[src/tmu_pkg.sv]
// fixed-point widths, coordinate, position, fraction and pixel types, fetch FSM states.
package tmu_pkg;

	// ~~~~~~~~~~~~~~~~~~~~~~~~~~~~~~~~~~~~~~~~
	// widths
	// ~~~~~~~~~~~~~~~~~~~~~~~~~~~~~~~~~~~~~~~~

	localparam int FRAC_W = 6; // fraction bits of a texture coordinate.
	localparam int INT_W = 11; // integer bits, enough for a 2048 texel wide texture.
	localparam int COORD_W = INT_W + FRAC_W;
	localparam int POS_W = 11; // destination positions and line pitches.
	localparam int PIX_W = 16; // one RGB565 pixel per 16-bit word.

	// ~~~~~~~~~~~~~~~~~~~~~~~~~~~~~~~~~~~~~~~~
	// types
	// ~~~~~~~~~~~~~~~~~~~~~~~~~~~~~~~~~~~~~~~~

	typedef logic [COORD_W-1:0] coord_t; // 11.6 unsigned fixed point.
	typedef logic [POS_W-1:0] pos_t;
	typedef logic [FRAC_W-1:0] frac_t; // weight of the right or lower texel, out of 64.
	typedef logic [PIX_W-1:0] pixel_t; // red in 15:11, green in 10:5, blue in 4:0.

	// the fetch sequencer issues one texture read per state from A to D.
	typedef enum logic [2:0] {
		FETCH_IDLE,
		FETCH_A,
		FETCH_B,
		FETCH_C,
		FETCH_D,
		FETCH_OUT
	} fetch_state_t;

endpackage

[src/tmu_if.sv]
// point interface from the scanner and address interface from the address generator.
`timescale 1ns/1ps

// one destination point with its texture coordinate.
interface tmu_point_if;
	logic stb; // point is valid, held until ack.
	logic ack; // sink can take a point.
	tmu_pkg::pos_t dx;
	tmu_pkg::pos_t dy;
	tmu_pkg::coord_t tx;
	tmu_pkg::coord_t ty;

	modport src (output stb, output dx, output dy, output tx, output ty, input ack);
	modport dst (input stb, input dx, input dy, input tx, input ty, output ack);
endinterface

// destination word address, the four texel addresses and the blend fractions.
interface tmu_adr_if #(
	parameter int adr_w = 14
);
	logic stb;
	logic ack;
	logic [adr_w-1:0] dadr; // destination word address.
	logic [adr_w-1:0] tadra; // upper left texel.
	logic [adr_w-1:0] tadrb; // upper right texel.
	logic [adr_w-1:0] tadrc; // lower left texel.
	logic [adr_w-1:0] tadrd; // lower right texel.
	tmu_pkg::frac_t x_frac;
	tmu_pkg::frac_t y_frac;

	modport src (
		output stb, output dadr, output tadra, output tadrb, output tadrc, output tadrd,
		output x_frac, output y_frac, input ack
	);
	modport dst (
		input stb, input dadr, input tadra, input tadrb, input tadrc, input tadrd,
		input x_frac, input y_frac, output ack
	);
endinterface

[src/tmu_adrgen.sv]
// three stage address generator for the destination word and the four texel words.
`timescale 1ns/1ps

module tmu_adrgen #(
	parameter int adr_w = 14
) (
	input logic sys_clk,
	input logic sys_rst,
	output logic busy_o,
	tmu_point_if.dst point_i,
	input logic [adr_w-1:0] dst_fbuf_i, // in 16-bit words.
	input tmu_pkg::pos_t dst_hres_i,
	input logic [adr_w-1:0] tex_fbuf_i, // in 16-bit words.
	input tmu_pkg::pos_t tex_hres_i,
	tmu_adr_if.src adr_o
);

	// one enable moves all three stages together, so a held output freezes the whole pipe.
	logic pipe_en;

	logic valid_1, valid_2, valid_3;
	logic [adr_w-1:0] dadr_1, dadr_2, dadr_3;
	logic [adr_w-1:0] tadra_1, tadra_2, tadra_3;
	logic [adr_w-1:0] tadrb_3, tadrc_3, tadrd_3;
	tmu_pkg::frac_t x_frac_1, x_frac_2, x_frac_3;
	tmu_pkg::frac_t y_frac_1, y_frac_2, y_frac_3;

	assign pipe_en = ~valid_3 | adr_o.ack;

	// ~~~~~~~~~~~~~~~~~~~~~~~~~~~~~~~~~~~~~~~~
	// valid bits
	// ~~~~~~~~~~~~~~~~~~~~~~~~~~~~~~~~~~~~~~~~

	always_ff @(posedge sys_clk) begin
		if (sys_rst) begin
			valid_1 <= 1'b0;
			valid_2 <= 1'b0;
			valid_3 <= 1'b0;
		end else if (pipe_en) begin
			valid_1 <= point_i.stb; // input ack equals pipe_en, so stb means taken.
			valid_2 <= valid_1;
			valid_3 <= valid_2;
		end
	end

	// ~~~~~~~~~~~~~~~~~~~~~~~~~~~~~~~~~~~~~~~~
	// arithmetic
	// ~~~~~~~~~~~~~~~~~~~~~~~~~~~~~~~~~~~~~~~~

	always_ff @(posedge sys_clk) begin
		if (pipe_en) begin
			// stage 1 holds both multipliers.
			dadr_1 <= dst_fbuf_i + dst_hres_i * point_i.dy + point_i.dx;
			tadra_1 <= tex_fbuf_i
				+ tex_hres_i * point_i.ty[tmu_pkg::COORD_W-1:tmu_pkg::FRAC_W]
				+ point_i.tx[tmu_pkg::COORD_W-1:tmu_pkg::FRAC_W];
			x_frac_1 <= point_i.tx[tmu_pkg::FRAC_W-1:0];
			y_frac_1 <= point_i.ty[tmu_pkg::FRAC_W-1:0];

			// stage 2 gives synthesis room to retime the multipliers.
			dadr_2 <= dadr_1;
			tadra_2 <= tadra_1;
			x_frac_2 <= x_frac_1;
			y_frac_2 <= y_frac_1;

			// stage 3 derives the right and lower neighbours.
			dadr_3 <= dadr_2;
			tadra_3 <= tadra_2;
			tadrb_3 <= tadra_2 + 1'b1;
			tadrc_3 <= tadra_2 + tex_hres_i;
			tadrd_3 <= tadra_2 + tex_hres_i + 1'b1;
			x_frac_3 <= x_frac_2;
			y_frac_3 <= y_frac_2;
		end
	end

	assign point_i.ack = pipe_en;
	assign adr_o.stb = valid_3;
	assign adr_o.dadr = dadr_3;
	assign adr_o.tadra = tadra_3;
	assign adr_o.tadrb = tadrb_3;
	assign adr_o.tadrc = tadrc_3;
	assign adr_o.tadrd = tadrd_3;
	assign adr_o.x_frac = x_frac_3;
	assign adr_o.y_frac = y_frac_3;
	assign busy_o = valid_1 | valid_2 | valid_3;

	// the fetch stage may hold off for several cycles; the offer must not change meanwhile.
	a_out_stable: assert property (
		@(posedge sys_clk) disable iff (sys_rst)
		adr_o.stb && !adr_o.ack |=> adr_o.stb && $stable(adr_o.dadr)
			&& $stable(adr_o.tadra) && $stable(adr_o.tadrb) && $stable(adr_o.tadrc)
			&& $stable(adr_o.tadrd) && $stable(adr_o.x_frac) && $stable(adr_o.y_frac)
	);

endmodule

[src/flat_wrapper.sv]
// flat-port wrapper written by rule: the top's interface ports become plain ports
module tmu_adrgen_flat 
#(
	parameter int adr_w = 14
)
  (sys_clk, sys_rst, busy_o, dst_fbuf_i, dst_hres_i, tex_fbuf_i, tex_hres_i, point_i_stb, point_i_dx, point_i_dy, point_i_tx, point_i_ty, point_i_ack, adr_o_stb, adr_o_dadr, adr_o_tadra, adr_o_tadrb, adr_o_tadrc, adr_o_tadrd, adr_o_x_frac, adr_o_y_frac, adr_o_ack);
  tmu_point_if point_i_i ();
  tmu_adr_if #(.adr_w(adr_w)) adr_o_i ();
  input logic sys_clk;
  input logic sys_rst;
  output logic busy_o;
  input logic [adr_w-1:0] dst_fbuf_i;
  input tmu_pkg::pos_t dst_hres_i;
  input logic [adr_w-1:0] tex_fbuf_i;
  input tmu_pkg::pos_t tex_hres_i;
  input wire logic [$bits(point_i_i.stb)-1:0] point_i_stb;
  input wire logic [$bits(point_i_i.dx)-1:0] point_i_dx;
  input wire logic [$bits(point_i_i.dy)-1:0] point_i_dy;
  input wire logic [$bits(point_i_i.tx)-1:0] point_i_tx;
  input wire logic [$bits(point_i_i.ty)-1:0] point_i_ty;
  output wire logic [$bits(point_i_i.ack)-1:0] point_i_ack;
  output wire logic [$bits(adr_o_i.stb)-1:0] adr_o_stb;
  output wire logic [$bits(adr_o_i.dadr)-1:0] adr_o_dadr;
  output wire logic [$bits(adr_o_i.tadra)-1:0] adr_o_tadra;
  output wire logic [$bits(adr_o_i.tadrb)-1:0] adr_o_tadrb;
  output wire logic [$bits(adr_o_i.tadrc)-1:0] adr_o_tadrc;
  output wire logic [$bits(adr_o_i.tadrd)-1:0] adr_o_tadrd;
  output wire logic [$bits(adr_o_i.x_frac)-1:0] adr_o_x_frac;
  output wire logic [$bits(adr_o_i.y_frac)-1:0] adr_o_y_frac;
  input wire logic [$bits(adr_o_i.ack)-1:0] adr_o_ack;
  assign point_i_i.stb = point_i_stb;
  assign point_i_i.dx = point_i_dx;
  assign point_i_i.dy = point_i_dy;
  assign point_i_i.tx = point_i_tx;
  assign point_i_i.ty = point_i_ty;
  assign point_i_ack = point_i_i.ack;
  assign adr_o_stb = adr_o_i.stb;
  assign adr_o_dadr = adr_o_i.dadr;
  assign adr_o_tadra = adr_o_i.tadra;
  assign adr_o_tadrb = adr_o_i.tadrb;
  assign adr_o_tadrc = adr_o_i.tadrc;
  assign adr_o_tadrd = adr_o_i.tadrd;
  assign adr_o_x_frac = adr_o_i.x_frac;
  assign adr_o_y_frac = adr_o_i.y_frac;
  assign adr_o_i.ack = adr_o_ack;
  tmu_adrgen #(.adr_w(adr_w)) u_core (.sys_clk(sys_clk), .sys_rst(sys_rst), .busy_o(busy_o), .point_i(point_i_i), .dst_fbuf_i(dst_fbuf_i), .dst_hres_i(dst_hres_i), .tex_fbuf_i(tex_fbuf_i), .tex_hres_i(tex_hres_i), .adr_o(adr_o_i));
endmodule
[config.mk]
export PLATFORM = sky130hd
export DESIGN_NAME = tmu_adrgen_flat
export DESIGN_NICKNAME = d
export VERILOG_FILES = /design/src/tmu_pkg.sv /design/src/tmu_if.sv /design/src/tmu_adrgen.sv /design/src/flat_wrapper.sv
export SDC_FILE = /design/constraint.sdc
export NUM_CORES = 1
export LEC_CHECK = 0
export ABC_AREA = 1
export ABC_CLOCK_PERIOD_IN_PS = 6210
export BUFFER_PORTS_ARGS = -buffer_cell sky130_fd_sc_hd__buf_2
export CAP_MARGIN = 10
export CORE_MARGIN = 2
export CORE_UTILIZATION = 52
export DETAILED_ROUTE_END_ITERATION = 12
export PLACE_DENSITY = 0.74
export SYNTH_ARGS = -nofsm -noshare
export SYNTH_HDL_FRONTEND = slang
export SYNTH_SLANG_ARGS = --single-unit
[constraint.sdc]
create_clock -name sys_clk -period 6.21 [get_ports sys_clk]
set_input_delay 0.621 -clock sys_clk [delete_from_list [all_inputs] [get_ports sys_clk]]
set_output_delay 0.621 -clock sys_clk [all_outputs]
set_load 0.01 [all_outputs]
==> Yosys cells after proc, flatten, opt, wreduce, memory -nomap -nowiden <==
Cells that the tools add are included.
Widths: inputs -> output; s select.
{ "word_totals": {"reg_bits": 165, "latch_bits": 0, "mem_bits_rw": 0, "romBits": 0, "n_memories": 0} }
{ "classes": {"add_sub_neg": 7, "multipliers": 2, "div_mod_pow": 0, "order_cmp": 0, "n_eq_ne": 0, "shift": 0, "mux": 0, "bitwise_logic": 4, "reduce_logical": 0} }
{ "op_table": {"columns": ["op", "count"], "rows": [
  ["$add 14x11->14", 3],
  ["$add 14x1->14 const B", 2],
  ["$add 14x14->14", 2],
  ["$mul 11x11->14", 2],
  ["$or 1x1->1", 3],
  ["$not 1->1", 1]
]} }

==> Longest topological paths before layout <==
{ "depth": {"depth_word": 3, "mapped_depth": 24, "depth_no_buf": 23} }

==> Worst setup path before layout <==
OpenSTA, ideal clock, no wires.
{ "synth_timing": {"kind": "input to register", "from": "in point_i_dy[2]", "to": "reg u_core.dadr_1[12], data pin", "arrival_ps": 4572, "required_ps": 5952, "setup_slack_ps": 1380, "stages": 21, "path_buffers": 1, "cell_sequence": "clkbuf_1 > nand2_1 > fa_1 > inv_1 > fa_1 > inv_1 > fa_1 > inv_1 > fa_1 > inv_1 > fa_1 > inv_1 > ha_1 > nand2_1 > inv_1 > nand4_1 > nand3_1 > nand2_1 > nand2_1 > a21oi_1 > xnor2_1"} }
{ "synth_via": {"elab_chain_cells": 3} }
{ "synth_rtl": {"columns": ["element", "line_no", "rtl"], "rows": [
  ["start, declared", "flat_wrapper.sv:18", "input wire logic [$bits(point_i_i.dy)-1:0] point_i_dy;"],
  ["$mul 11x11->14", "tmu_adrgen.sv:53", "dadr_1 <= dst_fbuf_i + dst_hres_i * point_i.dy + point_i.dx;"],
  ["$add 14x14->14", "tmu_adrgen.sv:53", null],
  ["$add 14x11->14", "tmu_adrgen.sv:53", null],
  ["end signal, assigned", "tmu_adrgen.sv:53", null],
  ["end, declared", "tmu_adrgen.sv:22", "logic [adr_w-1:0] dadr_1, dadr_2, dadr_3;"]
]} }
No other way between the ends.
A chain may end at the register's enable or synchronous reset.

==> Worst setup path in the final report <==
{ "layout_timing": {"from": "in point_i_dy[0]", "to": "reg u_core.dadr_1[11], data pin"} }
Same word-level chain as after synthesis.

==> impl_metrics.py <==
metrics = {
    "status": {
        "status": "finished clean",
    },
    "global_routing": {
        "grt-ovfl-total": 0,
        "grt_pass1_wl_um": 42000,
        "grt_pass1_vias": 9055,
        "grt_max_degree": 97,
        "antenna_found_initial": 0,
        "grt.total_usage_pct": 19.8,
    },
    "timing": {
        "max_slew_margin_pct": 44.8,
        "finalCriticalPeriod_ns": 4.72,
        "finClkSkew_ns": 0.0137,
        "tightest_slew_ns": 0.829,
        "timing.fmax_mhz": 212,
        "drv_slew": 0,
        "rsz0062_at_grt": "false",
        "finalCritPeriodShare_pct": 76.1,
        "fin_setup_tns_ns": 0,
        "final-setup-viol-count": 0,
        "final_hold_viol_count": 0,
    },
    "floorplan": {
        "die_w_um": 164,
        "rows": 58,
        "start_util_pct": 52.8,
        "dieArea_um2": 26800,
        "num_io_pins": 195,
        "die-height_um": 164,
        "core_area_um2": 25100,
    },
    "logic_synthesis": {
        "ys.warnings.count": 0,
        "synthFlopType": "edfxtp_1",
        "muxShareOfSynthArea_pct": 0,
        "syn_inst": 1374,
        "async_reset_ff_share_pct": 0,
        "synth.distinct_cells": 33,
        "yosysSeqAreaShare_pct": 37.1,
        "syn-cell-area_um2": 13300,
        "synth-compound-area-share_pct": 1.41,
        "synth_xor_area_share_pct": 4.02,
        "synthSimpleGateAreaFrac_pct": 13.8,
        "synth_fa_ha_area_share_pct": 31.4,
        "synth_edf_count": 162,
        "synth_nets": 1724,
        "synth_seq_cells": 165,
        "postSynthAreaPerCell_um2": 9.65,
        "synth_top_family_by_area": "adder cells",
    },
    "routing": {
        "wire_per_inst_um": 13.1,
        "drt-total-wl_um": 24900,
        "vias": 8990,
        "avgViaCountPerCell": 4.73,
        "drtIter0Drc": 555,
        "drtAntennaViolNets": 0,
        "firstDrtPassIters": 5,
        "drc": 0,
    },
    "power": {
        "powerDensity_nw_per_um2": 473,
        "irDropWorstVdd_mv": 0.266,
        "power_leakage_nw": 8.10,
    },
    "cts": {
        "cts_hold_buf": 0,
        "clk_path_buf_depth": 2,
        "cts_tree": "done",
        "cts.htree.levels": 4,
        "postCtsSetupRepairBufs": 0,
        "ctsResizeCount": 0,
        "clk_pin_slew_ns": 0.06,
        "numClockSinks": 165,
        "clockRootBuffer": "clkbuf_16",
        "clock_latency_ns": 0.42,
        "cts_buffers": 17,
    },
    "layout": {
        "layout_common_cells": "393 x inv_1, 345 x nand2_1, 194 x buf_2",
        "final_nets": 1909,
        "drive_gt1_share_pct": 15.6,
        "final_common_cell": "inv_1",
        "fin_util_pct": 60.4,
        "multi_input_area_um2": 6720,
        "area_growth_pct": 14.3,
        "antenna_cells": 0,
        "fill_cells": 2162,
        "finalNonFillerCells": 1902,
        "regArea_um2": 4920,
    },
    "critical_path": {
        "slowest_delay_ns": 0.50,
        "path_cells": "buf_2, nand2_1, inv_1, fa_1, inv_1, fa_1, inv_1, fa_1, inv_1, fa_1, fa_1, inv_1, ha_1, a21oi_1, o21ai_0, a21oi_1, o21bai_1, a21oi_1, xnor2_1",
        "cp_max_fo": 11,
        "crit_arrival_ns": 4.89,
        "crit_slowest_cell": "fa_1",
        "start_kind": "input pin",
        "critical_path_buf_inv_count": 6,
        "critical_path_class": "input pin to flop",
        "cp_top_family": "adder cells",
        "end_kind": "flop",
        "required_ns": 6.38,
    },
    "placement": {
        "port-buffer-count": 194,
        "placed_cells": 1870,
        "routabilityCongestion": 0.830,
        "dp_hpwl_um": 20600,
    },
    "run": {
        "maxCapViolations": 0,
    },
    "hold_path": {
        "hold_class": "input pin to flop",
    },
}
==> registers in the layout, summed over array words and instances, names as in the netlist, 6 cells and up <==
register / count
u_core.dadr_1: 14
u_core.adr_o.tadrd: 14
u_core.x_frac_1: 6
u_core.dadr_2: 14
u_core.adr_o.tadrb: 14
u_core.y_frac_2: 6
u_core.adr_o.tadrc: 14
u_core.tadra_2: 14
u_core.adr_o.tadra: 14
u_core.y_frac_1: 6
u_core.x_frac_2: 6
u_core.adr_o.dadr: 14
u_core.adr_o.y_frac: 6
u_core.tadra_1: 14
u_core.adr_o.x_frac: 6
==> worst paths after layout <==
check,startpoint,end,slack [ns],depth (start not counted)
worst max-delay path,point_i_dy[0],u_core.dadr_1[11]$_DFFE_PP_,1.49,19
worst max register to register,u_core.tadra_2[0]$_DFFE_PP_,u_core.adr_o.tadrd[11]$_DFFE_PP_,3.46,10
worst min register to register,u_core.dadr_2[8]$_DFFE_PP_,u_core.adr_o.dadr[8]$_DFFE_PP_,0.42,0
worst min-delay path,point_i_ty[1],u_core.y_frac_1[1]$_DFFE_PP_,0.38,1
==> cell type report <==
class	instances	area share [%]
clock buffer	21	3.10
clock inverter	11	0.924
inverter	401	10.0
multi-input combinational	779	44.3
sequential	165	32.5
tap	330	2.72
timing repair buffer	195	6.45
==> cell usage after synthesis, types with 2 or more instances <==
cell      instances  area share [%]
nor3_1            2           0.075
nand3b_1          5            0.28
xor2_1           39             2.6
buf_2             2           0.075
o21ai_0           4            0.15
xnor2_1          20             1.3
ha_1             85             8.0
nor2_1           27            0.76
nand3_2           2            0.15
inv_2             6            0.17
nand2_2           3            0.14
inv_1           394              11
a211oi_1          2            0.11
dfxtp_1           3            0.45
edfxtp_1        162              37
clkbuf_1         27            0.76
or2_2             2           0.094
fa_1            155              23
nand3_1          43             1.6
nand2_1         345             9.8
nand4_1          11            0.52
a21oi_1          24            0.91
==> power breakdown <==
part / internal [mW] / total [mW] / switching, mW
clock network: 0.635 / 1.06 / 0.430
registers: 1.94 / 2.11 / 0.170
logic: 1.62 / 4.00 / 2.37
total: 4.20 / 7.18 / 2.97
==> stage by stage <==
step / power (mW) / area [um2] / setup slack (ns) / hold WS, ns
2_1_floorplan: 5.13 / 13300 / 1.38 / 0.400
3_3_place_gp: 6.01 / 14600 / 1.27 / 0.401
3_5_place_dp: 6.15 / 14600 / 1.12 / 0.405
4_1_cts: 7.24 / 15200 / 1.56 / 0.358
5_1_grt: 7.94 / 15200 / 1.28 / 0.361
6_report: 7.18 / 15200 / 1.49 / 0.382
==> kinds of logic (layout without fill, tap and decap cells) <==
family	Yosys count	in the layout
adders and majority gates	240	240
buffers and inverters	430	628
xor gates and xnor gates	60	60
AOI/OAI and AO/OA	34	34
and+or+nand+nor	445	445
DFF	165	165
==> per-layer routing <==
layer	track usage [%]	up-vias	part of all wire, %
met2	33.2	229	49
met1	27.3	4281	45
met4	5.82	0	1.3
li1	-	4457	-
met5	0	-	0
met3	2.25	23	5.2
==> worst register-to-register path, cell delays in order (launching register included) <==
cell      delay, ns
edfxtp_1       0.46
ha_1           0.28
fa_1           0.49
xor2_2         0.29
nand3_2        0.15
nor3_4         0.32
nand3_2        0.16
nor2_4         0.14
nand3_1        0.09
nand2_1        0.09
inv_1          0.04
Note: power is estimated with default switching activity, not from simulation.
