$ cat config.mk
export PLATFORM = sky130hd
export DESIGN_NAME = tmu_scan_flat
export DESIGN_NICKNAME = d
export VERILOG_FILES = /design/src/tmu_pkg.sv /design/src/tmu_if.sv /design/src/tmu_scan.sv /design/src/flat_wrapper.sv
export SDC_FILE = /design/constraint.sdc
export NUM_CORES = 1
export LEC_CHECK = 0
export BUFFER_PORTS_ARGS = -buffer_cell sky130_fd_sc_hd__buf_2
export CORE_ASPECT_RATIO = 2
export CORE_MARGIN = 2
export CORE_UTILIZATION = 40
export DETAILED_ROUTE_END_ITERATION = 16
export PLACE_DENSITY_LB_ADDON = 0.3
export SLEW_MARGIN = 20
export SYNTH_ARGS = -nofsm -noshare
export SYNTH_HDL_FRONTEND = slang
export SYNTH_SLANG_ARGS = --single-unit
$ cat constraint.sdc
create_clock -name sys_clk -period 4.1 [get_ports sys_clk]
set_input_delay 0.41 -clock sys_clk [delete_from_list [all_inputs] [get_ports sys_clk]]
set_output_delay 0.41 -clock sys_clk [all_outputs]
set_load 0.03 [all_outputs]
$ cat src/tmu_pkg.sv
// fixed-point widths, coordinate, position, fraction and pixel types, fetch FSM states.
package tmu_pkg;

	// ~~~~~~~~~~~~~~~~~~~~~~~~~~~~~~~~~~~~~~~~
	// widths
	// ~~~~~~~~~~~~~~~~~~~~~~~~~~~~~~~~~~~~~~~~

	localparam int FRAC_W = 6; // fraction bits of a texture coordinate.
	localparam int INT_W = 11; // integer bits, enough for a 2048 texel wide texture.
	localparam int COORD_W = INT_W + FRAC_W;
	localparam int POS_W = 11; // destination positions and line pitches.
	localparam int PIX_W = 16; // one RGB565 pixel per 16-bit word.

	// ~~~~~~~~~~~~~~~~~~~~~~~~~~~~~~~~~~~~~~~~
	// types
	// ~~~~~~~~~~~~~~~~~~~~~~~~~~~~~~~~~~~~~~~~

	typedef logic [COORD_W-1:0] coord_t; // 11.6 unsigned fixed point.
	typedef logic [POS_W-1:0] pos_t;
	typedef logic [FRAC_W-1:0] frac_t; // weight of the right or lower texel, out of 64.
	typedef logic [PIX_W-1:0] pixel_t; // red in 15:11, green in 10:5, blue in 4:0.

	// the fetch sequencer issues one texture read per state from A to D.
	typedef enum logic [2:0] {
		FETCH_IDLE,
		FETCH_A,
		FETCH_B,
		FETCH_C,
		FETCH_D,
		FETCH_OUT
	} fetch_state_t;

endpackage

$ cat src/tmu_if.sv
// point interface from the scanner and address interface from the address generator.
`timescale 1ns/1ps

// one destination point with its texture coordinate.
interface tmu_point_if;
	logic stb; // point is valid, held until ack.
	logic ack; // sink can take a point.
	tmu_pkg::pos_t dx;
	tmu_pkg::pos_t dy;
	tmu_pkg::coord_t tx;
	tmu_pkg::coord_t ty;

	modport src (output stb, output dx, output dy, output tx, output ty, input ack);
	modport dst (input stb, input dx, input dy, input tx, input ty, output ack);
endinterface


$ cat src/tmu_scan.sv
// destination rectangle walker that emits one point per accepted handshake.
`timescale 1ns/1ps

module tmu_scan (
	input logic sys_clk,
	input logic sys_rst,
	input logic start_i, // only pulsed by the top level while the pipeline is idle.
	input tmu_pkg::pos_t dst_x0_i,
	input tmu_pkg::pos_t dst_y0_i,
	input tmu_pkg::pos_t width_i,
	input tmu_pkg::pos_t height_i,
	input tmu_pkg::coord_t tx0_i,
	input tmu_pkg::coord_t ty0_i,
	input tmu_pkg::coord_t dtx_i,
	input tmu_pkg::coord_t dty_i,
	output logic busy_o,
	tmu_point_if.src point_o
);

	logic active; // a point is on offer.
	logic step; // the current point is taken.
	logic row_end;
	tmu_pkg::pos_t col_left, row_left, col_last;
	tmu_pkg::pos_t x0_r, x_r, y_r;
	tmu_pkg::coord_t tx0_r, tx_r, ty_r, dtx_r, dty_r;

	assign step = point_o.stb & point_o.ack;
	assign row_end = (col_left == '0);

	// ~~~~~~~~~~~~~~~~~~~~~~~~~~~~~~~~~~~~~~~~
	// control
	// ~~~~~~~~~~~~~~~~~~~~~~~~~~~~~~~~~~~~~~~~

	always_ff @(posedge sys_clk) begin
		if (sys_rst) begin
			active <= 1'b0;
			col_left <= '0;
			row_left <= '0;
			col_last <= '0;
		end else if (start_i) begin
			active <= (width_i != '0) && (height_i != '0); // an empty rectangle does nothing.
			col_last <= width_i - 1'b1;
			col_left <= width_i - 1'b1;
			row_left <= height_i - 1'b1;
		end else if (step) begin
			if (row_end) begin
				col_left <= col_last; // wrap to the first column.
				row_left <= row_left - 1'b1;
				if (row_left == '0)
					active <= 1'b0; // that was the last point of the last row.
			end else begin
				col_left <= col_left - 1'b1;
			end
		end
	end

	// ~~~~~~~~~~~~~~~~~~~~~~~~~~~~~~~~~~~~~~~~
	// coordinates
	// ~~~~~~~~~~~~~~~~~~~~~~~~~~~~~~~~~~~~~~~~

	always_ff @(posedge sys_clk) begin
		if (start_i) begin
			x0_r <= dst_x0_i;
			tx0_r <= tx0_i; // kept to rewind tx at every new row.
			dtx_r <= dtx_i;
			dty_r <= dty_i;
			x_r <= dst_x0_i;
			y_r <= dst_y0_i;
			tx_r <= tx0_i;
			ty_r <= ty0_i;
		end else if (step) begin
			if (row_end) begin
				x_r <= x0_r;
				tx_r <= tx0_r;
				y_r <= y_r + 1'b1;
				ty_r <= ty_r + dty_r; // one vertical texture step per row.
			end else begin
				x_r <= x_r + 1'b1;
				tx_r <= tx_r + dtx_r;
			end
		end
	end

	assign point_o.stb = active;
	assign point_o.dx = x_r;
	assign point_o.dy = y_r;
	assign point_o.tx = tx_r;
	assign point_o.ty = ty_r;
	assign busy_o = active;

	// an offered point must stay on offer until the address generator takes it.
	a_stb_held: assert property (
		@(posedge sys_clk) disable iff (sys_rst)
		point_o.stb && !point_o.ack |=> point_o.stb
	);

endmodule

$ cat src/flat_wrapper.sv
// flat-port wrapper written by rule: the top's interface ports become plain ports
module tmu_scan_flat 
  (sys_clk, sys_rst, start_i, dst_x0_i, dst_y0_i, width_i, height_i, tx0_i, ty0_i, dtx_i, dty_i, busy_o, point_o_stb, point_o_dx, point_o_dy, point_o_tx, point_o_ty, point_o_ack);
  tmu_point_if point_o_i ();
  input logic sys_clk;
  input logic sys_rst;
  input logic start_i;
  input tmu_pkg::pos_t dst_x0_i;
  input tmu_pkg::pos_t dst_y0_i;
  input tmu_pkg::pos_t width_i;
  input tmu_pkg::pos_t height_i;
  input tmu_pkg::coord_t tx0_i;
  input tmu_pkg::coord_t ty0_i;
  input tmu_pkg::coord_t dtx_i;
  input tmu_pkg::coord_t dty_i;
  output logic busy_o;
  output wire logic [$bits(point_o_i.stb)-1:0] point_o_stb;
  output wire logic [$bits(point_o_i.dx)-1:0] point_o_dx;
  output wire logic [$bits(point_o_i.dy)-1:0] point_o_dy;
  output wire logic [$bits(point_o_i.tx)-1:0] point_o_tx;
  output wire logic [$bits(point_o_i.ty)-1:0] point_o_ty;
  input wire logic [$bits(point_o_i.ack)-1:0] point_o_ack;
  assign point_o_stb = point_o_i.stb;
  assign point_o_dx = point_o_i.dx;
  assign point_o_dy = point_o_i.dy;
  assign point_o_tx = point_o_i.tx;
  assign point_o_ty = point_o_i.ty;
  assign point_o_i.ack = point_o_ack;
  tmu_scan u_core (.sys_clk(sys_clk), .sys_rst(sys_rst), .start_i(start_i), .dst_x0_i(dst_x0_i), .dst_y0_i(dst_y0_i), .width_i(width_i), .height_i(height_i), .tx0_i(tx0_i), .ty0_i(ty0_i), .dtx_i(dtx_i), .dty_i(dty_i), .busy_o(busy_o), .point_o(point_o_i));
endmodule
[After elaboration in Yosys (flattened, before gate mapping)]
Index checks and enable logic that the tools add are counted.
Storage, ports and cells
  register bits after elaboration: 152
  latch bits: 0
  bits in writable memories: 0
  memory bits (read-only): 0
  output and inout bits: 58
  memories: 0
Cells by class
  add/sub/neg operators: 8
  multiply operators: 0
  div/mod/pow operators: 0
  $lt $le $gt $ge: 0
  eq/ne operators: 0
  shift-type cells: 0
  mux-type cells: 22
  bitwise logic cells: 1
  reductions and logical operators: 10
Operators with widths (count)
  $mux 11: 12
  $mux 17: 6
  $sub 11x1->11 const B: 4
  $add 17x17->17: 2
  $add 11x1->11 const B: 2
  $logic_not 11->1: 2
  $reduce_bool 11->1: 2
  $reduce_bool 2->1: 3
  $mux 1: 4
  $reduce_and 3->1: 1
  $reduce_and 2->1: 1
  $and 1x1->1: 1
  $logic_and 1x1->1: 1

[Logic depth before layout (Yosys ltp)]
Gate-level depths: netlist of run 1.
  depth in word-level cells: 5
  gate-level depth with buffers: 11
  gate-level depth less buffers: 8

[Least setup slack after synthesis of run 1]
No wires, ideal clock.
  kind: input to register
  start point: input start_i
  end point: register u_core.row_left[10]
  setup time: 0.061 ns
  arrival time: 2.936 ns
  data required time: 4.039 ns
  setup slack: 1.104 ns
  cell stages on the path: 11
  path through: clkbuf_1 > clkbuf_1 > clkbuf_1 > clkbuf_1 > mux2i_1 > ha_1 > o221ai_1 > nor2_1 > a311oi_1 > a41oi_1 > and4_1
On the way
  cells in the longest elaborated chain, start to end: 2
  elaborated cells between the ends (all ways): 4
  classes of those cells: mux (1); reduce/logical (3)
Ends and longest elaborated chain
  start: declaration: RTL line flat_wrapper.sv:7  | input logic start_i;
  $reduce_bool 2->1 (no line)
  $reduce_and 2->1 (no line)
  end signal: assignment: RTL line tmu_scan.sv:44  | row_left <= height_i - 1'b1;
  end signal: assignment: RTL line tmu_scan.sv:48  | row_left <= row_left - 1'b1;
  end: declaration: RTL line tmu_scan.sv:23  | tmu_pkg::pos_t col_left, row_left, col_last;
Several ways; a longest one is shown, not always the timed one.
A chain may end at the register's enable or synchronous reset.

[Worst setup path in the final report of run 1]
  start point: register u_core.ty_r[0], in the netlist u_core.point_o.ty[0]
  end point: register u_core.ty_r[14], in the netlist u_core.point_o.ty[14] (data pin)
On the way
  cells in the longest elaborated chain, start to end: 4
Ends and longest elaborated chain
  start: declaration: RTL line tmu_scan.sv:25  | tmu_pkg::coord_t tx0_r, tx_r, ty_r, dtx_r, dty_r;
  start signal: assignment: RTL line tmu_scan.sv:70  | ty_r <= ty0_i;
  start signal: assignment: RTL line tmu_scan.sv:76  | ty_r <= ty_r + dty_r;
  $add 17x17->17: RTL line tmu_scan.sv:76
  $mux 17: RTL line tmu_scan.sv:72  | if (row_end) begin
  $mux 17: RTL line tmu_scan.sv:71  | end else if (step) begin
  $mux 17: RTL line tmu_scan.sv:62  | if (start_i) begin
No other way between the ends. The select of a mux whose other input is x is not followed.

==> out/results.env, run 1 <==
HOLD_CLASS='primary input to flip-flop'
GRTUSAGEMET1=0.1907
CTSLONGESTPATHBUFFERS=2
GPL.FINAL_WEIGHTED_CONGESTION=0.8766
POWER-PER-CELL-AREA_mW_PER_MM2=464.8
FIN_SETUP_TNS_NS=0
SYNTH_ENABLE_FLOP_CELLS=118
INSERTED_CLOCK_BUFFERS=17
CTS_TREE='yes'
POWER.STATIC_LEAKAGE_nW=3.988
WORST_R2R_ENDPOINT='u_core.point_o.ty[14]'
GRT_SETUP_UNREPAIRED='no'
RUN_STATUS='complete, no violations'
CLOCK-SKEW-FINAL_NS=0.005731
DRT_WL_TOTAL_MM=20.59
MET2_TRACK_DEMAND_OVER_RESOURCE_IN_GLOBAL_ROUTING=0.3693
ENDPOINT_KIND='flip-flop'
RR_WORST_DEPTH=8
YOSYSWARNINGS=0
DETAIL_ROUTE.DRC_VIOLATIONS=0
DRT_ITER0_MARKERS=238
SYNTH_SEQ_AREA_SHARE=0.5111
CRIT_REQUIRED_NS=4.26
CRITPATHMAXSTAGEDELAY_NS=0.79
SEQPWRFRAC=0.423
P_SW_FRAC=0.3148
OVERFLOW=0
SLEW-LIMIT-HEADROOM=0.4070
IO-PIN-COUNT=174
AREA_DELTA_SYNTH_FINAL_PCT=20.24
ASYNC_FLOP_SHARE=0
SYNTH.CELL_AREA_MM2=0.008264
TIMING.CRITICAL_PATH.ARRIVAL_NS=3.28
CRIT_PATH_START='u_core.point_o.ty[0]'
DIE_HEIGHT_UM=207.3
WORST_IR_DROP_VDD_mV=0.3492
CLKLATENCYLATEPIN_NS=0.43
GRT_PASS1_VIAS=6732
END_OF_THE_CRITICAL_PATH='u_core.point_o.ty[14]'
WIRE_LENGTH_OF_THE_FIRST_GLOBAL_ROUTING_PASS_MM=32.99
ROWS=74
P_COMB_FRAC=0.258
FINALWORSTPATHREQUIREDPERIOD_NS=3.125
CLK_PIN_SLEW_NS=0.06
INSERTED_DIODES=0
USE_MET3=0.04113
SYNTH_SEQ_CELLS=152
SYN-MEAN-INSTANCE-AREA_UM2=10.49
INSTANCES_NO_FILL=1231
FINAL_NETS=1107
DRV.MAX_CAP_VIOLATION_COUNT=0
CTS.HTREE.LEVELS=4
DIE_X_UM=105.6
ANT_NETS=0
CRIT_PATH_TOP_DELAY_CELL='sky130_fd_sc_hd__a2111oi_0'
CRIT_FANOUT=4
TIMING.FINAL.MAX_SLEW_VIOLATIONS=0
AVGROUTEDWIREPERCELL_UM=16.72
POWER.SHARE.CLOCK=0.319
PLACED_AREA_MM2=0.009388
SYNTHCELLS=788
CLOCK-SINKS=152
SEQUENTIAL_CELL_AREA_MM2=0.004224
COUNT_OF_DISTINCT_CELL_TYPES_IN_THE_SYNTHESIZED_NETLIST=64
MULTIINPUTGATEAREA_MM2=0.003857
R2R_START='u_core.point_o.ty[0]'
FMAXACHIEVABLE_GHz=0.3200
DETAILEDPLACEMENTHPWL_MM=15.49
DRIVE_ABOVE_1_SHARE=0.2394
INITIAL_CORE_UTIL=0.4057
FF2FF_SETUP_SLACK_NS=0.98
FP.DIEAREA_MM2=0.02190
MAXIMUM_NUMBER_OF_PINS_ON_ONE_NET_BEFORE_GLOBAL_ROUTE_REPAIR=57
FINISH.UTILIZATION=0.4878
PORT-BUFFER-COUNT=173
REPORT.POWER.TOTAL_mW=4.618
SYNTHESIS.NETS=943
PATH_CLASS='flip-flop to flip-flop'
WORST_PIN_SLEW_NS=0.8814
PLACEDCELLCOUNT=1199
WORST_HOLD_STARTPOINT='dty_i[5]'
VIAS=6589
FILLERS=1983
SWITCHING_POWER_mW=1.454
BUSIEST_LAYER='met2'
GRTUSAGETOTAL=0.1917
ANTENNA_VIOLATIONS_BEFORE_REPAIR=1
DESIGN.CORE.AREA_MM2=0.02037
TIMING_HOLD_VIOLATIONS_FINAL=0
WORSTSETUPSTARTPOINTTYPE='flip-flop'
CTS-ROOT-BUF='sky130_fd_sc_hd__clkbuf_16'
CTSHOLDBUFFERS=0
VIAS_PER_CELL=5.353
CTS-RESIZED-GATES=0
CRIT_CHAIN='ha_1 -> fa_1 -> a211oi_1 -> o21bai_1 -> a2111oi_0 -> o31ai_1 -> xnor2_1 -> o21ai_0'
LAYOUT_COMMONEST_CELL='sky130_fd_sc_hd__buf_2'
TIMING.FINAL.SETUP_VIOLATIONS=0
DETAIL_ROUTE.FIRST_PASS.ITERATIONS=4
YS_DOMINANT_REG_CELL='sky130_fd_sc_hd__edfxtp_1'
MIN_PERIOD_OVER_PERIOD=0.7621
INTERNAL_POWER_mW=3.165
FINAL_DESIGN_AREA_NO_FILL_MM2=0.009937
MOST-COMMON-LAYOUT-CELLS='172 x sky130_fd_sc_hd__buf_2, 118 x sky130_fd_sc_hd__edfxtp_1, 77 x sky130_fd_sc_hd__nand2_1'
CTS_SETUP_BUFFERS=0
[metal layers]
layer | part of all wire | vias up | wire length, um
met3 | 0.045 | 43 | 930
met2 | 0.57 | 167 | 11640
met4 | 0.031 | 2 | 642
met5 | 0.00063 | - | 13
met1 | 0.36 | 3101 | 7363
li1 | - | 3276 | -
[power groups by stage]
stage / logic, mW / clock network [mW] / registers, mW
after global placement: 1.17 / 0 / 1.98
after detailed placement: 1.19 / 0 / 1.99
after floorplan: 0.699 / 0 / 2.12
final: 1.19 / 1.47 / 1.95
after global routing: 1.32 / 1.56 / 1.97
after CTS: 1.20 / 1.50 / 1.96
[synth_stat cells, drive strengths merged (3+ instances only)]
cell	number	share of area
a211oi	16	0.015
a21boi	6	0.0055
a21o	10	0.0091
a21oi	46	0.028
a221oi	3	0.0032
a31oi	10	0.0076
and2	6	0.0045
and3	8	0.0061
and4	4	0.0042
buf	7	0.0059
clkbuf	29	0.013
dfxtp	34	0.082
edfxtp	118	0.43
ha	37	0.056
inv	11	0.0050
mux2	5	0.0068
mux2i	9	0.011
nand2	78	0.036
nand3	23	0.014
nand4	4	0.0030
nor2	59	0.029
nor2b	4	0.0030
nor3	23	0.015
nor3b	3	0.0027
nor4	8	0.0068
o211ai	3	0.0027
o21a	19	0.017
o21ai	73	0.045
o21bai	5	0.0045
o31ai	6	0.0055
or2	4	0.0030
or3	11	0.0083
or4	9	0.0091
xnor2	29	0.031
xor2	36	0.038
[registers in the layout (all words and copies together) (netlist names), 17 cells and up]
register	count
u_core.tx0_r	17
u_core.dtx_r	17
u_core.point_o.tx	17
u_core.dty_r	17
u_core.point_o.ty	17
[cells by family (layout without fill, tap and decap cells)]
| kind of cell | after synthesis | in the layout | synth area share |
|---|---|---|---|
| adders and majority gates | 39 | 39 | 0.06086 |
| xor gates and xnor gates | 65 | 65 | 0.06889 |
| muxes | 14 | 14 | 0.01771 |
| AOI/OAI and AO/OA | 223 | 223 | 0.1699 |
| buffers and inverters | 47 | 224 | 0.02407 |
| DFF | 152 | 152 | 0.5111 |
| and+or+nand+nor | 248 | 248 | 0.1475 |
[critical path: cells and delay by family, from the launching register on]
kind	cells	cell delay, ns
AOI/OAI and AO/OA	5	1.65
adders and majority gates	2	0.67
DFF	1	0.38
xor gates and xnor gates	1	0.15
[final cells by class]
cell class	count	area share
multi-input combinational	589	0.3882
sequential	152	0.4251
tap	266	0.03349
clock inverter	10	0.006170
inverter	11	0.004155
timing repair buffer	181	0.09381
clock buffer	22	0.04911
[per-stage QoR]
step           setup slack, ns  hold slack [ns]
2_1_floorplan            1.104           0.4225
3_3_place_gp            0.9983           0.4365
3_5_place_dp            0.9712           0.4409
4_1_cts                 0.9719           0.1379
5_1_grt                 0.8117           0.1384
6_report                0.9753           0.1551
[worst min-delay path by stage]
stage                                     to  slack, ns  cells after the start
after floorplan           u_core.col_last[2]       0.42                      1
after global placement    u_core.col_last[2]       0.44                      1
after detailed placement  u_core.col_last[2]       0.44                      1
after CTS                    u_core.dtx_r[3]       0.14                      1
after global routing         u_core.dty_r[5]       0.14                      1
final                        u_core.dty_r[5]       0.16                      1
Note: power is estimated with default switching activity, not from simulation.
==> run 2, diff against run 1 <==
Clock period 4.1 ns to 3.1 ns, I/O delays scaled along.
==> run 2 against run 1 <==
Effect of this change:
- die area is the same
- first-iteration DRC count grew 25%
- via count grew 0.18%
- hold slack lost 0.10 ns
- setup slack lost 0.68 ns
- final cell count grew 0.57%
- critical path type unchanged
- clock power grew 53%
- global-route usage is essentially flat
- register-to-register slack lost 0.68 ns
- critical path depth grew 1
- clock skew grew 0.0086 ns
- core utilization grew 0.78 points
==> out/results.env, run 2 (synthesis results as in run 1) <==
DETAILEDPLACEMENTHPWL_MM=15.34  # -0.98%
CTS_TREE='yes'
IO-PIN-COUNT=174  # unchanged
RUN_STATUS='complete, no violations'
CTS.HTREE.LEVELS=4  # unchanged
POWER.STATIC_LEAKAGE_nW=4.027  # +0.96%
BUSIEST_LAYER='met2'
DIE_HEIGHT_UM=207.3  # unchanged
TIMING.FINAL.MAX_SLEW_VIOLATIONS=0  # unchanged
MOST-COMMON-LAYOUT-CELLS='172 x sky130_fd_sc_hd__buf_2, 118 x sky130_fd_sc_hd__edfxtp_1, 77 x sky130_fd_sc_hd__nand2_1'
WORSTSETUPSTARTPOINTTYPE='flip-flop'
CRIT_FANOUT=4  # unchanged
DRV.MAX_CAP_VIOLATION_COUNT=0  # unchanged
MET2_TRACK_DEMAND_OVER_RESOURCE_IN_GLOBAL_ROUTING=0.3624  # -0.006897
FIN_SETUP_TNS_NS=0  # unchanged
DETAIL_ROUTE.DRC_VIOLATIONS=0  # unchanged
VIAS=6601  # +0.18%
ENDPOINT_KIND='flip-flop'
INSERTED_CLOCK_BUFFERS=17  # unchanged
AREA_DELTA_SYNTH_FINAL_PCT=22.16
DETAIL_ROUTE.FIRST_PASS.ITERATIONS=4  # unchanged
DRT_ITER0_MARKERS=298  # +25%
CRIT_PATH_START='u_core.point_o.ty[0]'
VIAS_PER_CELL=5.332  # -0.38%
DIE_X_UM=105.6  # unchanged
DESIGN.CORE.AREA_MM2=0.02037  # unchanged
TIMING.FINAL.SETUP_VIOLATIONS=0  # unchanged
R2R_START='u_core.point_o.ty[0]'
WIRE_LENGTH_OF_THE_FIRST_GLOBAL_ROUTING_PASS_MM=32.93  # -0.19%
CLOCK-SINKS=152  # unchanged
CTSLONGESTPATHBUFFERS=2  # unchanged
ANTENNA_VIOLATIONS_BEFORE_REPAIR=5  # +4
FINAL_NETS=1110  # +0.27%
WORST_HOLD_STARTPOINT='dty_i[3]'
DRT_WL_TOTAL_MM=20.82  # +1.1%
CRIT_REQUIRED_NS=3.25  # -1.01 ns
POWER-PER-CELL-AREA_mW_PER_MM2=637.2  # +37%
CLKLATENCYLATEPIN_NS=0.44  # about the same
ANT_NETS=0  # unchanged
FP.DIEAREA_MM2=0.02190  # unchanged
GRT_SETUP_UNREPAIRED='no'
INITIAL_CORE_UTIL=0.4057  # unchanged
FF2FF_SETUP_SLACK_NS=0.30  # -0.68 ns
REPORT.POWER.TOTAL_mW=6.433  # +39%
MIN_PERIOD_OVER_PERIOD=0.9034  # +0.1413
GRTUSAGEMET1=0.1883  # -0.002384
GPL.FINAL_WEIGHTED_CONGESTION=0.8427  # -3.9%
ROWS=74  # unchanged
CLK_PIN_SLEW_NS=0.06  # about the same
HOLD_CLASS='primary input to flip-flop'
MAXIMUM_NUMBER_OF_PINS_ON_ONE_NET_BEFORE_GLOBAL_ROUTE_REPAIR=133  # +130%
FINALWORSTPATHREQUIREDPERIOD_NS=2.801  # -0.3241 ns
CTS-ROOT-BUF='sky130_fd_sc_hd__clkbuf_16'
TIMING.CRITICAL_PATH.ARRIVAL_NS=2.95  # -0.33 ns
DRIVE_ABOVE_1_SHARE=0.2386  # -0.0007419
WORST_PIN_SLEW_NS=0.6838  # -0.1976 ns
SLEW-LIMIT-HEADROOM=0.5377  # +0.1307
PATH_CLASS='flip-flop to flip-flop'
FINISH.UTILIZATION=0.4956  # +0.007801
PORT-BUFFER-COUNT=173  # unchanged
GRT_PASS1_VIAS=6716  # -0.24%
CLOCK-SKEW-FINAL_NS=0.01430  # +0.008564 ns
WORST_IR_DROP_VDD_mV=0.7092  # +100%
USE_MET3=0.04647  # +0.005338
OVERFLOW=0  # unchanged
TIMING_HOLD_VIOLATIONS_FINAL=0  # unchanged
FMAXACHIEVABLE_GHz=0.3571  # +12%
GRTUSAGETOTAL=0.1920  # +0.0003431
LAYOUT_COMMONEST_CELL='sky130_fd_sc_hd__buf_2'
AVGROUTEDWIREPERCELL_UM=16.82  # +0.56%
[run 2: layer usage]
layer / vias up / routed length, um
met5: - / 0
met4: 0 / 830
met3: 48 / 903
met2: 165 / 11640
met1: 3093 / 7443
li1: 3295 / -
[run 2: worst max-delay path: stages, from the launching register on]
cell                        delay [ns]
sky130_fd_sc_hd__edfxtp_1         0.39
sky130_fd_sc_hd__ha_1             0.25
sky130_fd_sc_hd__fa_1             0.43
sky130_fd_sc_hd__a211oi_1         0.31
sky130_fd_sc_hd__o21bai_1         0.23
sky130_fd_sc_hd__a2111oi_1        0.43
sky130_fd_sc_hd__buf_4            0.19
sky130_fd_sc_hd__o31ai_1          0.08
sky130_fd_sc_hd__xnor2_1          0.13
sky130_fd_sc_hd__o21ai_0          0.09
[run 2: worst paths after layout]
kind | to | cells after the start
setup reg to reg | u_core.point_o.ty[14] | 9
hold reg to reg | u_core.col_last[7] | 1
setup / recovery | u_core.point_o.ty[14] | 9
hold / removal | u_core.dty_r[3] | 1
[run 2: cell type report]
type | count | area, um2
clock buffers | 20 | 436.7
inverters | 11 | 41.29
well taps | 266 | 332.8
clock inverters | 12 | 200.2
diodes | 4 | 10.01
fillers | 1907 | 10270
flip-flops and latches | 152 | 4224
repair buffers | 184 | 992.2
multi-input cells | 589 | 3859
[run 2: power by group]
group | switching, mW | internal, mW | leakage (nW) | total [mW]
Combinational | 0.961 | 0.632 | 2.29 | 1.59
Sequential | 0.133 | 2.45 | 1.44 | 2.59
Clock | 0.828 | 1.43 | 0.296 | 2.25
Total | 1.92 | 4.51 | 4.03 | 6.43
[run 2: metrics by stage]
step	hold slack, ns	std cells	setup slack (ns)	cell area, um2
after floorplan	0.4089	788	0.1845	8264
after global placement	0.4301	1202	0.3010	9448
after detailed placement	0.4400	1202	0.2381	9448
after CTS	0.03150	1234	0.2187	10080
after global routing	0.03462	1238	0.04103	10100
final	0.05383	1238	0.2993	10100
[run 2: what timing repair did]
item,CTS,global route
buffers inserted,0,0
hold buffers,0,0
resized for setup,0,2
endpoints found under the setup margin,0,2
==> run 3, diff against run 2 <==
Clock period 3.1 ns to 2.95 ns, I/O delays scaled along.
==> run 3 against run 2 <==
Effect of this change:
- sequential cell count did not move
- setup slack got worse by 0.093 ns
- power rose by 1.1%
- hold slack got worse by 0.024 ns
- global-route usage rose by 0.45 points
- critical endpoint unchanged
- highest routed layer is now met5
==> out/results.env, run 3 (synthesis results as in run 1) <==
RUN_STATUS='complete, no violations'
CTSLONGESTPATHBUFFERS=2  # unchanged
FMAXACHIEVABLE_GHz=0.3645  # +2.1%
RR_WORST_DEPTH=9  # unchanged
AREA_DELTA_SYNTH_FINAL_PCT=21.56
WORSTSETUPSTARTPOINTTYPE='flip-flop'
PORT-BUFFER-COUNT=173  # unchanged
WORST_PIN_SLEW_NS=0.8370  # +0.1532 ns
DETAIL_ROUTE.DRC_VIOLATIONS=0  # unchanged
VIAS=6675  # +1.1%
FINISH.UTILIZATION=0.4932  # -0.002457
MIN_PERIOD_OVER_PERIOD=0.9300  # +0.02657
DRIVE_ABOVE_1_SHARE=0.2438  # +0.005191
LAYOUT_COMMONEST_CELL='sky130_fd_sc_hd__buf_2'
GPL.FINAL_WEIGHTED_CONGESTION=0.8585  # +1.9%
INTERNAL_POWER_mW=4.482  # -0.65%
WORST_HOLD_STARTPOINT='dtx_i[5]'
CLKLATENCYLATEPIN_NS=0.44  # about the same
POWER.SHARE.CLOCK=0.323  # -0.027
TIMING.FINAL.MAX_SLEW_VIOLATIONS=0  # unchanged
CLOCK-SKEW-FINAL_NS=0.01396  # -0.0003358 ns
FF2FF_SETUP_SLACK_NS=0.21  # -0.09 ns
ROWS=74  # unchanged
WORST_HOLD_PATH.ENDPOINT='u_core.dtx_r[5]'
IO-PIN-COUNT=174  # unchanged
DIE_HEIGHT_UM=207.3  # unchanged
OVERFLOW=0  # unchanged
CTS_TREE='yes'
SEQUENTIAL_CELL_AREA_MM2=0.004224  # unchanged
MULTIINPUTGATEAREA_MM2=0.003867  # +0.23%
GRTUSAGETOTAL=0.1966  # +0.004548
CTS.HTREE.LEVELS=4  # unchanged
FILLERS=1925  # +0.94%
GRT_SETUP_UNREPAIRED='no'
MAXIMUM_NUMBER_OF_PINS_ON_ONE_NET_BEFORE_GLOBAL_ROUTE_REPAIR=80  # -40%
VIAS_PER_CELL=5.383  # +0.96%
POWER-PER-CELL-AREA_mW_PER_MM2=647.2  # +1.6%
P_COMB_FRAC=0.259  # +0.011
SLEW-LIMIT-HEADROOM=0.4420  # -0.09571
FIN_SETUP_TNS_NS=0  # unchanged
DIE_X_UM=105.6  # unchanged
AVGROUTEDWIREPERCELL_UM=16.92  # +0.61%
FP.DIEAREA_MM2=0.02190  # unchanged
MOST-COMMON-LAYOUT-CELLS='172 x sky130_fd_sc_hd__buf_2, 118 x sky130_fd_sc_hd__edfxtp_1, 77 x sky130_fd_sc_hd__nand2_1'
DETAIL_ROUTE.FIRST_PASS.ITERATIONS=5  # +1
ENDPOINT_KIND='flip-flop'
DETAILEDPLACEMENTHPWL_MM=15.66  # +2.1%
FINAL_NETS=1114  # +0.36%
GRT_PASS1_VIAS=6831  # +1.7%
CLOCK-SINKS=152  # unchanged
HOLD_CLASS='primary input to flip-flop'
DRT_ITER0_MARKERS=360  # +21%
TIMING.FINAL.SETUP_VIOLATIONS=0  # unchanged
INSERTED_CLOCK_BUFFERS=17  # unchanged
HOLD_DEPTH=1  # unchanged
PATH_CLASS='flip-flop to flip-flop'
TIMING.CRITICAL_PATH.ARRIVAL_NS=2.92  # -0.03 ns
TIMING_HOLD_VIOLATIONS_FINAL=0  # unchanged
DESIGN.CORE.AREA_MM2=0.02037  # unchanged
ANTENNA_VIOLATIONS_BEFORE_REPAIR=3  # -2
SWITCHING_POWER_mW=2.020  # +5.1%
P_SW_FRAC=0.3107  # +0.01198
WIRE_LENGTH_OF_THE_FIRST_GLOBAL_ROUTING_PASS_MM=33.38  # +1.4%
CLK_PIN_SLEW_NS=0.06  # about the same
R2R_START='u_core.point_o.ty[0]'
CRIT_FANOUT=4  # unchanged
DRV.MAX_CAP_VIOLATION_COUNT=0  # unchanged
CTS-ROOT-BUF='sky130_fd_sc_hd__clkbuf_16'
DRT_WL_TOTAL_MM=20.98  # +0.77%
SEQPWRFRAC=0.418  # +0.016
POWER.STATIC_LEAKAGE_nW=4.034  # +0.19%
FINALWORSTPATHREQUIREDPERIOD_NS=2.744  # -0.05712 ns
ANT_NETS=0  # unchanged
WORST_R2R_ENDPOINT='u_core.point_o.ty[14]'
CRIT_REQUIRED_NS=3.13  # -0.12 ns
WORST_IR_DROP_VDD_mV=0.6132  # -14%
INITIAL_CORE_UTIL=0.4057  # unchanged
CTSHOLDBUFFERS=0  # unchanged
==> run 3: changes by cell type in the layout (fill, tap and decap cells not counted), sizes merged <==
cell | before | now
clkinv | 3 | 5
diode | 4 | 2
clkbuf | 20 | 25
buf | 184 | 188
bufinv | 5 | 0
inv | 11 | 13
clkinvlp | 4 | 0
==> run 3: stage by stage <==
| stage | hold WS (ns) | power, mW | area, um2 | setup slack, ns | cells |
|---|---|---|---|---|---|
| final | 0.03022 | 6.502 | 10050 | 0.2065 | 1240 |
| after global routing | 0.009410 | 6.838 | 10050 | 0.004812 | 1240 |
| after floorplan | 0.3939 | 3.919 | 8264 | 0.03452 | 788 |
| after global placement | 0.4327 | 4.411 | 9465 | 0.09100 | 1206 |
| after CTS | 0.006169 | 6.556 | 10030 | 0.05327 | 1238 |
| after detailed placement | 0.4378 | 4.433 | 9465 | 0.05568 | 1206 |
==> run 3: how the worst max path moves through the flow <==
stage,start,to,cells past startpoint
after global routing,u_core.point_o.ty[0],u_core.point_o.ty[12],9
final,u_core.point_o.ty[0],u_core.point_o.ty[14],9
after detailed placement,u_core.point_o.ty[0],u_core.point_o.ty[14],9
after global placement,u_core.point_o.ty[0],u_core.point_o.ty[14],9
after CTS,u_core.point_o.ty[0],u_core.point_o.ty[12],9
after floorplan,u_core.col_left[7],u_core.row_left[0],7
==> run 3: metal layers <==
layer | vias to the layer above | GRT usage | share of wire
li1 | 3301 | - | -
met1 | 3122 | 0.1875 | 0.35
met2 | 196 | 0.3666 | 0.56
met3 | 54 | 0.05400 | 0.052
met4 | 2 | 0.1148 | 0.046
met5 | - | 0 | 0.00062
==> run 3: layout make-up <==
class                           instances  share of cell area
Antenna cell                            2           0.0004982
Clock buffer                           25             0.05256
Clock inverter                          7            0.003736
Inverter                               11            0.004110
Multi-Input combinational cell        589              0.3850
Sequential cell                       152              0.4205
Tap cell                              266             0.03313
Timing Repair Buffer                  188              0.1005
==> run 3: power by group through the flow <==
stage	clock network, mW	registers (mW)	logic, mW
after global placement	0	2.76	1.66
final	2.10	2.72	1.69
after global routing	2.23	2.74	1.87
after detailed placement	0	2.76	1.67
after CTS	2.15	2.72	1.69
after floorplan	0	2.95	0.972
==> run 3: timing repair <==
| action | CTS | global route |
|---|---|---|
| endpoints found under the setup margin | 0 | 4 |
| setup buffers | 0 | 0 |
| resized for setup | 0 | 4 |
==> run 3: critical path, cell delays in order (launching register included) <==
cell	delay, ns
sky130_fd_sc_hd__edfxtp_1	0.39
sky130_fd_sc_hd__ha_1	0.25
sky130_fd_sc_hd__fa_1	0.43
sky130_fd_sc_hd__a211oi_1	0.31
sky130_fd_sc_hd__o21bai_1	0.23
sky130_fd_sc_hd__a2111oi_2	0.41
sky130_fd_sc_hd__buf_4	0.17
sky130_fd_sc_hd__o31ai_1	0.08
sky130_fd_sc_hd__xnor2_1	0.13
sky130_fd_sc_hd__o21ai_0	0.08
